### config.mk
export PLATFORM = sky130hd
export DESIGN_NAME = al_accel_fetch
export DESIGN_NICKNAME = d
export VERILOG_FILES = /design/src/hdl/al_accel_pkg.sv /design/src/hdl/al_accel_fetch.sv
export SDC_FILE = /design/constraint.sdc
export NUM_CORES = 1
export LEC_CHECK = 0
export ABC_AREA = 1
export BUFFER_PORTS_ARGS = -buffer_cell sky130_fd_sc_hd__buf_2
export CAP_MARGIN = 20
export CORE_AREA = 2 2 172 174
export DETAILED_ROUTE_END_ITERATION = 10
export DIE_AREA = 0 0 174 176
export PLACE_DENSITY_LB_ADDON = 0.12
export SYNTH_ARGS = -nofsm -noshare
export SYNTH_HDL_FRONTEND = slang
export SYNTH_SLANG_ARGS = --single-unit
### constraint.sdc
create_clock -name clk -period 5.65 [get_ports clk]
set_clock_uncertainty 0.05 [all_clocks]
set_input_delay 1.13 -clock clk [delete_from_list [all_inputs] [get_ports clk]]
set_output_delay 1.13 -clock clk [all_outputs]
set_load 0.005 [all_outputs]
### src/hdl/al_accel_pkg.sv
package al_accel_pkg;

    localparam int DATA_W    = 32;
    localparam int ADDR_W    = 32;
    localparam int LANES     = 4;
    localparam int CFG_SEL_W = 4;

    // Configuration register selects
    localparam logic [CFG_SEL_W-1:0] CFG_LAYER   = 4'd0;
    localparam logic [CFG_SEL_W-1:0] CFG_IN_BASE = 4'd1;
    localparam logic [CFG_SEL_W-1:0] CFG_W_BASE  = 4'd2;
    localparam logic [CFG_SEL_W-1:0] CFG_B_BASE  = 4'd3;
    localparam logic [CFG_SEL_W-1:0] CFG_O_BASE  = 4'd4;
    localparam logic [CFG_SEL_W-1:0] CFG_MULT    = 4'd5;
    localparam logic [CFG_SEL_W-1:0] CFG_SHIFT   = 4'd6;
    localparam logic [CFG_SEL_W-1:0] CFG_IN_OFS  = 4'd7;
    localparam logic [CFG_SEL_W-1:0] CFG_OUT_OFS = 4'd8;

    localparam logic [3:0] ACT_NONE = 4'd0;
    localparam logic [3:0] ACT_RELU = 4'd1;

    typedef struct packed {
        logic [3:0]  act;
        logic [11:0] in_words;
        logic [15:0] out_num;
    } layer_info_t;

    // Layer word seen either raw or as fields
    typedef union packed {
        logic [DATA_W-1:0] raw;
        layer_info_t       layer;
    } cfg_word_u;

    typedef struct packed {
        layer_info_t       layer;
        logic [ADDR_W-1:0] in_base;
        logic [ADDR_W-1:0] w_base;
        logic [ADDR_W-1:0] b_base;
        logic [ADDR_W-1:0] o_base;
        logic [DATA_W-1:0] mult;
        logic [5:0]        shift;
        logic [DATA_W-1:0] in_ofs;
        logic [DATA_W-1:0] out_ofs;
    } layer_cfg_t;

    typedef struct packed {
        logic              wr;
        logic [ADDR_W-1:0] addr;
        logic [DATA_W-1:0] wdata;
        logic [LANES-1:0]  strb;
    } mem_req_t;

    // In a bias beat the act word carries the bias
    typedef struct packed {
        logic              bias;
        logic              last;
        logic [DATA_W-1:0] act;
        logic [DATA_W-1:0] wgt;
    } mac_beat_t;

endpackage
### src/hdl/al_accel_fetch.sv
`timescale 1ns/1ns

module al_accel_fetch (
    input  logic                              clk,
    input  logic                              i_rst,
    input  logic                              i_start,
    input  al_accel_pkg::layer_cfg_t          i_cfg,
    output al_accel_pkg::mem_req_t            o_req,
    output logic                              o_req_valid,
    input  logic                              i_req_ready,
    input  logic [al_accel_pkg::DATA_W-1:0]   i_rdata,
    input  logic                              i_rvalid,
    output al_accel_pkg::mac_beat_t           o_beat,
    output logic                              o_beat_valid,
    input  logic                              i_beat_ready
);

    typedef enum logic [2:0] {S_IDLE, S_BIAS, S_IN, S_WGT, S_BEAT} state_t;

    state_t                          state;
    logic                            pend;
    logic                            rd_done;
    logic [11:0]                     in_idx;
    logic [15:0]                     out_idx;
    logic [al_accel_pkg::ADDR_W-1:0] b_addr;
    logic [al_accel_pkg::ADDR_W-1:0] in_addr;
    logic [al_accel_pkg::ADDR_W-1:0] w_addr;
    logic                            last_in;
    logic                            last_out;

    assign last_in  = (in_idx == i_cfg.layer.in_words - 12'd1);
    assign last_out = (out_idx == i_cfg.layer.out_num - 16'd1);
    assign rd_done  = pend && i_rvalid;

    // Read only, one outstanding at a time
    always_comb begin
        o_req = '0;
        case (state)
            S_BIAS:  o_req.addr = b_addr;
            S_IN:    o_req.addr = in_addr;
            default: o_req.addr = w_addr;
        endcase
    end

    assign o_req_valid  = !pend && (state == S_BIAS || state == S_IN || state == S_WGT);
    assign o_beat_valid = (state == S_BEAT);

    always_ff @(posedge clk) begin
        if (i_rst) begin
            state   <= S_IDLE;
            pend    <= 1'b0;
            in_idx  <= '0;
            out_idx <= '0;
            b_addr  <= '0;
            in_addr <= '0;
            w_addr  <= '0;
        end else begin
            if (o_req_valid && i_req_ready) begin
                pend <= 1'b1;
            end else if (i_rvalid) begin
                pend <= 1'b0;
            end

            case (state)
                S_IDLE: begin
                    if (i_start) begin
                        state   <= S_BIAS;
                        out_idx <= '0;
                        b_addr  <= i_cfg.b_base;
                        w_addr  <= i_cfg.w_base;
                    end
                end
                S_BIAS: begin
                    if (rd_done) begin
                        state  <= S_BEAT;
                        b_addr <= b_addr + 'd4;
                    end
                end
                S_IN: begin
                    if (rd_done) begin
                        state   <= S_WGT;
                        in_addr <= in_addr + 'd4;
                    end
                end
                S_WGT: begin
                    if (rd_done) begin
                        state  <= S_BEAT;
                        w_addr <= w_addr + 'd4;
                    end
                end
                S_BEAT: begin
                    if (i_beat_ready) begin
                        if (o_beat.bias) begin
                            state   <= S_IN;
                            in_idx  <= '0;
                            in_addr <= i_cfg.in_base;
                        end else if (!last_in) begin
                            state  <= S_IN;
                            in_idx <= in_idx + 12'd1;
                        end else begin
                            state   <= last_out ? S_IDLE : S_BIAS;
                            out_idx <= out_idx + 16'd1;
                        end
                    end
                end
                default: state <= S_IDLE;
            endcase
        end
    end

    // Pair the input word with its weight word
    always_ff @(posedge clk) begin
        if (rd_done) begin
            case (state)
                S_BIAS: begin
                    o_beat.bias <= 1'b1;
                    o_beat.last <= 1'b0;
                    o_beat.act  <= i_rdata;
                    o_beat.wgt  <= '0;
                end
                S_IN: begin
                    o_beat.bias <= 1'b0;
                    o_beat.last <= last_in;
                    o_beat.act  <= i_rdata;
                end
                S_WGT:   o_beat.wgt <= i_rdata;
                default: ;
            endcase
        end
    end

endmodule

Yosys cells after proc, flatten, opt, wreduce, memory -nomap -nowiden
Cells that the tools add are included.
- register bits: 194
- logic and storage cells: 87
- eq/ne operators: 16
- reduce and logical (&&, ||, !) cells: 23
- muxes and demuxes: 30
- add/sub/neg operators: 7
- operators with widths (cell ; number):
    32-bit one-hot mux with 2 select lines ; 5
    32-bit 2-to-1 mux ; 7
    32-bit by 3-bit adder with 32-bit output, second input constant ; 3
    34-bit one-hot mux with 2 select lines ; 1
    16-bit 2-to-1 mux ; 4
    16-bit one-hot mux with 2 select lines ; 1
    12-bit 2-to-1 mux ; 2
    16-bit by 1-bit adder with 16-bit output, second input constant ; 1
    16-bit equality test ; 1
    16-bit by 1-bit subtractor with 16-bit output, second input constant ; 1
    2-bit != test, second input constant ; 7
    2-bit nonzero test ; 7
    12-bit by 1-bit adder with 12-bit output, second input constant ; 1
    12-bit equality test ; 1
    3-bit 2-to-1 mux ; 4
    3-bit one-hot mux with 4 select lines ; 1
    12-bit by 1-bit subtractor with 12-bit output, second input constant ; 1
    3-bit AND reduction ; 3
    4-bit AND reduction ; 2
    3-bit by 2-bit equality test with 1-bit output, second input constant ; 2
    2-bit by 1-bit != test with 1-bit output, second input constant ; 3
    5-bit AND reduction ; 1
    2-bit 2-to-1 mux ; 2
    2-bit AND reduction ; 2
    other kinds (8) ; 13

Longest topological paths before layout
Gate-level depths: netlist (run 1).
- word-level depth: 7
- mapped depth: 16

Worst setup path after synthesis (run 1)
OpenSTA, ideal clock, no wires.
- path kind: input to register
- from: in i_rvalid
- to: reg o_beat[32] (netlist name) (enable)
- required time: 5.175 ns
- arrival: 2.794 ns
- setup slack: 2.381 ns
- cell stages on the path: 2
- path through: nand2_1 > nor2_1
- longest elaborated chain between the ends: 2
- ends and longest elaborated chain (what ; line ; text):
    start, declared ; al_accel_fetch.sv:12 ; input logic i_rvalid,
    1-bit logical AND ; al_accel_fetch.sv:33 ; assign rd_done = pend && i_rvalid;
    2-bit AND reduction (no source line) ; - ;
    end, declared ; al_accel_fetch.sv:13 ; output al_accel_pkg::mac_beat_t o_beat,
Every way passes these cells.
A chain may end at the register's enable or synchronous reset.

==> out/qor.json, run 1 <==
{
  "outcome": "complete, no violations",
  "final.min_clock_period_ns": 4.19,
  "yosys.area.top_type_share": 0.203,
  "wl_per_cell_um": 16.8,
  "timing.max_slew.rel_slack": 0.256,
  "clock-sinks": 194,
  "fin_setup_tns_ns": 0,
  "syn-cell-area_mm2": 0.0126,
  "slowest_stage": "sky130_fd_sc_hd__nand2_2",
  "track_usage": 0.261,
  "layout_commonest_cell": "sky130_fd_sc_hd__nand2_1",
  "post_route_cell_area_mm2": 0.0146,
  "post_dp_cell_area_mm2": 0.0140,
  "crit_path_max_incr_delay_ns": 0.48,
  "hold_viol_final": 0,
  "vias_per_cell": 5.33,
  "number_of_buffers_inserted_by_post_cts_setup_repair": 0,
  "clk-insertion-delay-late_ns": 0.45,
  "core_area_mm2": 0.0285,
  "worst_ir_drop_vdd_mv": 0.273,
  "timing.hold.worst.class": "flip-flop to flip-flop",
  "clk_path_buf_depth": 2,
  "post_route_cells_drive_above_1_share": 0.177,
  "drt_iter0_markers": 1168,
  "synth-async-reset-ratio": 0,
  "fraction_of_the_yosys_area_taken_by_sequential_cells": 0.361,
  "fmax_mhz": 239,
  "worstMarginPinSlew_ns": 1.12,
  "type_of_origin_of_the_critical_path": "flip-flop",
  "cts_inserted_buffers": 17,
  "post_synth_main_area_contributors": "sky130_fd_sc_hd__dfxtp_1, sky130_fd_sc_hd__edfxtp_1, sky130_fd_sc_hd__nand2_1",
  "critPathMaxFanout": 34,
  "synth.yosys.warnings": 0,
  "wl_um": 40900,
  "dp.final_hpwl_um": 30500,
  "grt_max_degree": 89,
  "ant_nets": 0,
  "fp.dieArea_mm2": 0.0306,
  "most-common-layout-cells": "sky130_fd_sc_hd__nand2_1, sky130_fd_sc_hd__buf_2, sky130_fd_sc_hd__nor2_1",
  "drcViolationCount": 0,
  "num-fill-cells": 2964,
  "worst-endpoint-arrival_ns": 3.01,
  "core.rowCount": 62,
  "nets": 2342,
  "gpl.final_weighted_congestion": 0.967,
  "boundaryPins": 437,
  "critPathCaptureType": "primary output",
  "diodes": 0,
  "clock_tree_from_tritoncts": "built",
  "power_per_unit_of_standard_cell_area_mw_per_mm2": 379,
  "post_synth_inst_count": 1826,
  "cap_violations": 0,
  "finalSetupViolations": 0,
  "die_extent_in_y_um": 176,
  "overall_via_count_from_detail_route": 13000,
  "synth.lib_cells_used.distinct": 62,
  "finalCritPeriodShare": 0.741,
  "crit_required_ns": 4.47,
  "power_leakage_nw": 6.11,
  "finish.utilization": 0.511,
  "synth_flop_cell": "sky130_fd_sc_hd__dfxtp_1",
  "crit_type": "flip-flop to primary output",
  "numPortBuffers": 261,
  "synthesis.area_per_instance_um2": 6.90,
  "detailedRoute.firstPassIterationCount": 6,
  "grt_setup_unrepaired": "no",
  "flow.area_growth_from_synthesis_pct": 15.9,
  "first_pass_grt_wire_length_um": 63800,
  "ctsResizeCount": 0,
  "synth-edff-count": 66,
  "clock_tree.htree_level_count": 4,
  "cp_cell_sequence": "inv_1 -> nor2_1 -> nand2_2 -> nand2_1 -> inv_2 -> a221o_1 -> buf_2",
  "initial_utilization": 0.441,
  "flops_latches_synth": 194,
  "cts-hold-fix-buffers": 0,
  "grt_pass1_vias": 11900,
  "number_of_antenna_violations_at_the_first_check_in_global_routing": 0,
  "die_boundary_width_um": 174,
  "cts.root.buffer_cell": "sky130_fd_sc_hd__clkbuf_16",
  "globalRoute.totalOverflow": 0,
  "clk_pin_slew_worst_paths_ns": 0.08,
  "synth_top_cell_by_area": "sky130_fd_sc_hd__dfxtp_1",
  "timing.final.max_slew_violations": 0
}
==> synthesized netlist by cell type (6+ instances only) <==
cell	instances
sky130_fd_sc_hd__a211oi_1	9
sky130_fd_sc_hd__nor2_4	7
sky130_fd_sc_hd__buf_1	13
sky130_fd_sc_hd__nor4_1	9
sky130_fd_sc_hd__ha_1	7
sky130_fd_sc_hd__o21ai_0	72
sky130_fd_sc_hd__edfxtp_1	66
sky130_fd_sc_hd__nand2_1	408
sky130_fd_sc_hd__a31oi_1	10
sky130_fd_sc_hd__nand4_1	56
sky130_fd_sc_hd__inv_1	211
sky130_fd_sc_hd__a21oi_1	121
sky130_fd_sc_hd__or2_2	6
sky130_fd_sc_hd__xor2_1	38
sky130_fd_sc_hd__o21ai_1	18
sky130_fd_sc_hd__o211ai_1	20
sky130_fd_sc_hd__a221o_1	18
sky130_fd_sc_hd__xnor2_1	14
sky130_fd_sc_hd__buf_4	39
sky130_fd_sc_hd__o221ai_1	16
sky130_fd_sc_hd__nor2_2	8
sky130_fd_sc_hd__nand3b_1	8
sky130_fd_sc_hd__a41oi_1	7
sky130_fd_sc_hd__nand3_1	107
sky130_fd_sc_hd__nor3_1	44
sky130_fd_sc_hd__clkbuf_1	44
sky130_fd_sc_hd__a22oi_1	6
sky130_fd_sc_hd__buf_6	6
sky130_fd_sc_hd__nor2_1	236
sky130_fd_sc_hd__dfxtp_1	128
sky130_fd_sc_hd__inv_2	8
sky130_fd_sc_hd__nand2_2	7
sky130_fd_sc_hd__buf_2	16
==> cell families after synthesis <==
family,share of synthesized area
flops,0.361
simple gates,0.320
xor+xnor,0.0361
buf+inv,0.118
fa+ha+maj,0.00695
other cells,0.000298
compound gates,0.158
==> where the power goes <==
part	switching, mW	leakage (nW)	internal, mW
Clock	0.655	0.305	0.649
Sequential	0.281	1.65	1.71
Combinational	1.53	4.15	0.704
==> final timing paths <==
path	start	end	slack, ns	cells past startpoint
max	state[0]	o_req[61]	1.46	7
min	in_addr[1]	in_addr[1]	0.41	2
max reg2reg	state[0]	o_beat[57]	2.40	6
min reg2reg	in_addr[1]	in_addr[1]	0.41	2
==> metal layers <==
layer | global-route usage | up-vias | routed length (um)
li1 | - | 6438 | -
met1 | 0.344 | 5944 | 17500
met2 | 0.439 | 522 | 19100
met3 | 0.0401 | 50 | 3010
met4 | 0.0914 | 0 | 1250
met5 | 0 | - | 0
==> layout make-up <==
| class | instances | area [um^2] | share of cell area |
|---|---|---|---|
| Clock buffer | 17 | 425 | 0.0291 |
| Clock inverter | 15 | 205 | 0.0141 |
| Inverter | 222 | 833 | 0.0571 |
| Multi-Input combinational cell | 1327 | 6710 | 0.460 |
| Sequential cell | 194 | 4540 | 0.311 |
| Tap cell | 384 | 480 | 0.0329 |
| Timing Repair Buffer | 273 | 1400 | 0.0958 |
==> worst max-delay path: cells and delay by family, from the launching register on <==
| family | cells | cell delay, ns |
|---|---|---|
| AO/OA/AOI/OAI | 1 | 0.44 |
| flip-flops | 1 | 0.35 |
| buffers and inverters | 3 | 0.57 |
| AND/OR/NAND/NOR | 3 | 1.19 |
==> through the flow <==
stage	instances	hold slack [ns]	setup slack, ns	power [mW]
2_1_floorplan	1862	0.379	2.38	3.52
3_3_place_gp	2400	0.398	1.96	4.19
3_5_place_dp	2400	0.402	1.93	4.22
4_1_cts	2432	0.413	1.45	5.52
5_1_grt	2432	0.429	1.24	5.88
6_report	2432	0.412	1.46	5.53
==> state kept, by name, indices dropped and copies added (netlist names) <==
| name | cells |
|---|---|
| pend | 1 |
| out_idx | 16 |
| o_beat | 66 |
| w_addr | 32 |
| in_idx | 12 |
| state | 3 |
| b_addr | 32 |
| in_addr | 32 |
(Power assumes the default switching activity.)
==> run 2: changes to the inputs <==
CORE_AREA = 2 2 169 171   (was 2 2 172 174)
DIE_AREA = 0 0 171 173   (was 0 0 174 176)
clock period = 3.7 ns   (was 5.65 ns; I/O delays follow)
==> out/qor.json, run 2 (same netlist as run 1, synthesis figures left out) <==
{
  "gpl.final_weighted_congestion": 0.958,
  "core_area_mm2": 0.0276,
  "design_power_total_mw": 8.34,
  "max_flop_register": "o_beat",
  "clock_tree.htree_level_count": 4,
  "register_area_mm2": 0.00454,
  "outcome": "complete, no violations",
  "final.min_clock_period_ns": 3.41,
  "wl_per_cell_um": 16.4,
  "layout_commonest_cell": "sky130_fd_sc_hd__nand2_1",
  "first_pass_grt_wire_length_um": 62200,
  "clock-sinks": 194,
  "type_of_origin_of_the_critical_path": "flip-flop",
  "ctsResizeCount": 0,
  "grt_max_degree": 88,
  "nets": 2353,
  "worst-endpoint-arrival_ns": 2.62,
  "most-common-layout-cells": "sky130_fd_sc_hd__nand2_1, sky130_fd_sc_hd__buf_2, sky130_fd_sc_hd__nor2_1",
  "boundaryPins": 437,
  "critPathMaxFanout": 38,
  "placed_cells_incl_taps": 2404,
  "grt_pass1_vias": 11800,
  "vias_per_cell": 5.32,
  "finalCritPeriodShare": 0.922,
  "ant_nets": 0,
  "track_usage": 0.264,
  "hold_viol_final": 0,
  "cts-hold-fix-buffers": 0,
  "initial_utilization": 0.456,
  "clk_pin_slew_worst_paths_ns": 0.08,
  "fin_setup_tns_ns": 0,
  "power_leakage_nw": 6.15,
  "timing.hold.worst.class": "flip-flop to flip-flop",
  "crit_type": "flip-flop to primary output",
  "clk_path_buf_depth": 2,
  "crit_required_ns": 2.91,
  "num-fill-cells": 2777,
  "fp.dieArea_mm2": 0.0296,
  "post_layout_nonfiller_instances": 2437,
  "multi_input_area_mm2": 0.00671,
  "overall_via_count_from_detail_route": 13000,
  "post_route_cells_drive_above_1_share": 0.182,
  "number_of_buffers_inserted_by_post_cts_setup_repair": 0,
  "flow.area_growth_from_synthesis_pct": 16.2,
  "grt_setup_unrepaired": "no",
  "die_boundary_width_um": 171,
  "drcViolationCount": 0,
  "core.rowCount": 61,
  "slowest_stage": "sky130_fd_sc_hd__nor2_1",
  "critical-path-top-delay-family": "simple AND/OR/NAND/NOR gates",
  "globalRoute.totalOverflow": 0,
  "cp_cell_sequence": "inv_1 -> nor2_1 -> nand2_2 -> buf_4 -> buf_4 -> nor2_1 -> a221o_1 -> buf_2",
  "cts_inserted_buffers": 17,
  "worstMarginPinSlew_ns": 1.09,
  "detailedRoute.firstPassIterationCount": 5,
  "fmax_mhz": 293,
  "clock_tree_from_tritoncts": "built",
  "timing.final.max_slew_violations": 0,
  "number_of_flip_flops_in_the_largest_register": 66,
  "dpl_worst_slack_ns": 0.545,
  "drt_iter0_markers": 1109,
  "number_of_antenna_violations_at_the_first_check_in_global_routing": 0,
  "post-route-worst-setup-slack_ns": 0.288,
  "crit_path_max_incr_delay_ns": 0.37,
  "worst_ir_drop_vdd_mv": 0.383,
  "clk-insertion-delay-late_ns": 0.44,
  "timing.max_slew.rel_slack": 0.273,
  "power_per_unit_of_standard_cell_area_mw_per_mm2": 570,
  "numPortBuffers": 261,
  "wl_um": 40100,
  "dp.final_hpwl_um": 30400,
  "critPathCaptureType": "primary output",
  "finalSetupViolations": 0,
  "die_extent_in_y_um": 173,
  "diodes": 0,
  "cap_violations": 0,
  "cts.root.buffer_cell": "sky130_fd_sc_hd__clkbuf_16",
  "worstPathBufferInverterCount": 4
}
[run 2: cell count changes in the layout (fill, tap and decap cells not counted), sizes merged]
cell / previous run / this run
buf: 273 / 284
bufinv: 1 / 0
clkinv: 10 / 7
clkinvlp: 0 / 1
inv: 226 / 229
[run 2: worst paths after layout]
| kind | endpoint | cells past startpoint | slack (ns) | from |
|---|---|---|---|---|
| worst min register to register | in_addr[0] | 2 | 0.41 | in_addr[0] |
| worst max register to register | b_addr[13] | 9 | 0.88 | state[0] |
| worst max-delay path | o_req[47] | 8 | 0.29 | state[0] |
| worst min-delay path | in_addr[0] | 2 | 0.41 | in_addr[0] |
[run 2: final cells by class]
type                       instances  share of cell area
multi-input combinational       1327               0.459
sequential                       194               0.310
timing repair buffer             284               0.102
inverter                         222              0.0569
tap                              378              0.0323
clock buffer                      17              0.0291
clock inverter                    15              0.0103
[run 2: metrics by stage]
step                hold WS [ns]  utilization  area, um^2
floorplan                  0.379            -       12700
detailed placement         0.406        0.508       14000
finish                     0.410        0.530       14600
global route               0.417        0.530       14600
global placement           0.396        0.508       14000
CTS                        0.415        0.529       14600
[run 2: metal layers]
layer / vias up / global-route usage / part of all wire / routed length, um
li1: 6444 / - / - / -
met1: 5924 / 0.349 / 0.43 / 17200
met2: 526 / 0.433 / 0.46 / 18400
met3: 63 / 0.0428 / 0.076 / 3060
met4: 0 / 0.0968 / 0.035 / 1380
met5: - / 0 / 0 / 0
[run 2: worst register-to-register path, delay by kind of cell (launching register included)]
kind / cells / cell delay [ns]
buffers and inverters: 4 / 0.84
AO/OA/AOI/OAI: 3 / 1.01
AND/OR/NAND/NOR: 2 / 0.47
flip-flops: 1 / 0.35
[run 2: power by group]
group	switching [mW]	leakage, nW	internal, mW
registers	0.432	1.65	2.61
clock network	0.955	0.282	0.906
logic	2.33	4.21	1.12
total	3.71	6.15	4.63
==> run 3: changes to the inputs <==
BUFFER_PORTS_ARGS = -buffer_cell sky130_fd_sc_hd__clkbuf_2   (was -buffer_cell sky130_fd_sc_hd__buf_2)
REMOVE_ABC_BUFFERS = 1   (was unset)
==> out/qor.json, run 3 (same netlist as run 1, synthesis figures left out) <==
{
  "outcome": "complete, no violations",
  "number_of_buffers_inserted_by_post_cts_setup_repair": 0,
  "crit_path_max_incr_delay_ns": 0.61,
  "timing.hold.worst.class": "flip-flop to flip-flop",
  "critPathCaptureType": "primary output",
  "r2r.worst_path.cells": 9,
  "multi_input_area_mm2": 0.00671,
  "grt_setup_unrepaired": "no",
  "cts.root.buffer_cell": "sky130_fd_sc_hd__clkbuf_16",
  "detailedRoute.firstPassIterationCount": 8,
  "clk_pin_slew_worst_paths_ns": 0.07,
  "flow.area_growth_from_synthesis_pct": 15.7,
  "r2r-end": "w_addr[28]",
  "timing.max_slew.rel_slack": 0.263,
  "type_of_origin_of_the_critical_path": "flip-flop",
  "worst-endpoint-arrival_ns": 2.77,
  "slowest_stage": "sky130_fd_sc_hd__a221o_1",
  "grt_pass1_vias": 11900,
  "worst_ir_drop_vdd_mv": 0.442,
  "drcViolationCount": 0,
  "finalSetupViolations": 0,
  "worstMarginPinSlew_ns": 1.11,
  "die_extent_in_y_um": 173,
  "wl_um": 39500,
  "ctsResizeCount": 0,
  "cp_cell_sequence": "nor2_1 -> nand2_1 -> buf_4 -> clkinv_1 -> a221o_1 -> clkbuf_2",
  "crit_required_ns": 2.91,
  "die_boundary_width_um": 171,
  "hold_path_startpoint": "in_addr[0]",
  "num-fill-cells": 2863,
  "dp.final_hpwl_um": 29700,
  "numPortBuffers": 261,
  "timing.hold.worst_path_depth": 2,
  "hold_viol_final": 0,
  "layout_commonest_cell": "sky130_fd_sc_hd__nand2_1",
  "dpl_worst_slack_ns": 0.586,
  "clock-sinks": 194,
  "final.min_clock_period_ns": 3.56,
  "post_layout_nonfiller_instances": 2434,
  "cts-hold-fix-buffers": 0,
  "finish.utilization": 0.528,
  "register_area_mm2": 0.00454,
  "most-common-layout-cells": "sky130_fd_sc_hd__nand2_1, sky130_fd_sc_hd__clkbuf_2, sky130_fd_sc_hd__nor2_1",
  "track_usage": 0.262,
  "number_of_flip_flops_in_the_largest_register": 66,
  "critPathMaxFanout": 18,
  "max_flop_register": "o_beat",
  "worst_case_register_to_register_setup_slack_ns": 0.87,
  "worstPathBufferInverterCount": 3,
  "post_route_cell_area_mm2": 0.0146,
  "cap_violations": 0,
  "gpl.final_weighted_congestion": 0.924,
  "boundaryPins": 437,
  "core.rowCount": 61,
  "first_pass_grt_wire_length_um": 62000,
  "vias_per_cell": 5.31,
  "globalRoute.totalOverflow": 0,
  "overall_via_count_from_detail_route": 12900,
  "worst_hold_path.endpoint": "in_addr[0]",
  "drt_iter0_markers": 874,
  "fp.dieArea_mm2": 0.0296,
  "ant_nets": 0,
  "crit_type": "flip-flop to primary output",
  "post_route_cells_drive_above_1_share": 0.180,
  "power_leakage_nw": 6.14,
  "placed_cells_incl_taps": 2401,
  "grt_max_degree": 88,
  "initial_utilization": 0.456,
  "clk-insertion-delay-late_ns": 0.44,
  "clock_tree_from_tritoncts": "built",
  "hold-worst-slack_ns": 0.408,
  "wl_per_cell_um": 16.2,
  "post-route-worst-setup-slack_ns": 0.136,
  "post_dp_cell_area_mm2": 0.0140,
  "core_area_mm2": 0.0276,
  "finalCritPeriodShare": 0.963,
  "cts_inserted_buffers": 17,
  "clock_tree.htree_level_count": 4,
  "fmax_mhz": 281,
  "nets": 2349,
  "number_of_antenna_violations_at_the_first_check_in_global_routing": 2,
  "worst_r2r_startpoint": "state[0]",
  "clk_path_buf_depth": 2,
  "timing.final.max_slew_violations": 0,
  "critical-path-top-delay-family": "buffers and inverters",
  "power_per_unit_of_standard_cell_area_mw_per_mm2": 567
}
run 3: changes by cell type in the layout (fill, tap and decap cells not counted):
cell                         before  now
sky130_fd_sc_hd__clkinv_4         3    1
sky130_fd_sc_hd__clkinv_8         1    2
sky130_fd_sc_hd__inv_8            5    3
sky130_fd_sc_hd__buf_16           1    0
sky130_fd_sc_hd__clkinvlp_4       1    2
sky130_fd_sc_hd__diode_2          0    1
sky130_fd_sc_hd__clkinvlp_2       0    1
sky130_fd_sc_hd__clkinv_2         0    2
sky130_fd_sc_hd__inv_6            5    4
sky130_fd_sc_hd__buf_2          261    1
sky130_fd_sc_hd__buf_4           22   19
sky130_fd_sc_hd__clkbuf_2         0  260
run 3: area by class of cell:
type                    instances  area share
diodes                          1    0.000172
clock buffers                  17      0.0292
clock inverters                15     0.00961
inverters                     222      0.0572
multi-input cells            1327       0.460
flip-flops and latches        194       0.312
well taps                     378      0.0324
repair buffers                280      0.0994
run 3: per-stage QoR:
step | total power [mW] | TNS, ns
floorplan | 5.10 | -13.73
global placement | 6.40 | 0
detailed placement | 6.43 | 0
CTS | 8.25 | 0
global route | 8.81 | 0
finish | 8.26 | 0
run 3: where the power goes:
group	internal, mW	switching (mW)	total [mW]
Clock	0.892	0.926	1.82
Sequential	2.61	0.479	3.09
Combinational	1.08	2.28	3.36
run 3: worst max-delay path by stage:
stage	slack, ns	startpoint	cells after the start	endpoint
final	0.14	state[0]	6	o_req[38]
after global routing	0.02	state[2]	6	o_req[43]
after CTS	0.21	state[2]	6	o_req[38]
after detailed placement	0.59	i_cfg[246]	16	in_idx[1]
after global placement	0.62	i_cfg[246]	16	in_idx[1]
after floorplan	-0.39	state[0]	6	o_beat[32]
run 3: routing by layer:
| metal | GRT usage | vias up | routed length (um) |
|---|---|---|---|
| met1 | 0.345 | 5887 | 17300 |
| met3 | 0.0458 | 61 | 2890 |
| met4 | 0.0812 | 2 | 1050 |
| li1 | - | 6456 | - |
| met2 | 0.435 | 529 | 18200 |
| met5 | 0 | - | 13 |
run 3: tightest hold or removal path, stage by stage, from the launching register on:
cell and delay (ns):
sky130_fd_sc_hd__dfxtp_1 0.30, sky130_fd_sc_hd__inv_1 0.06, sky130_fd_sc_hd__a21oi_1 0.05
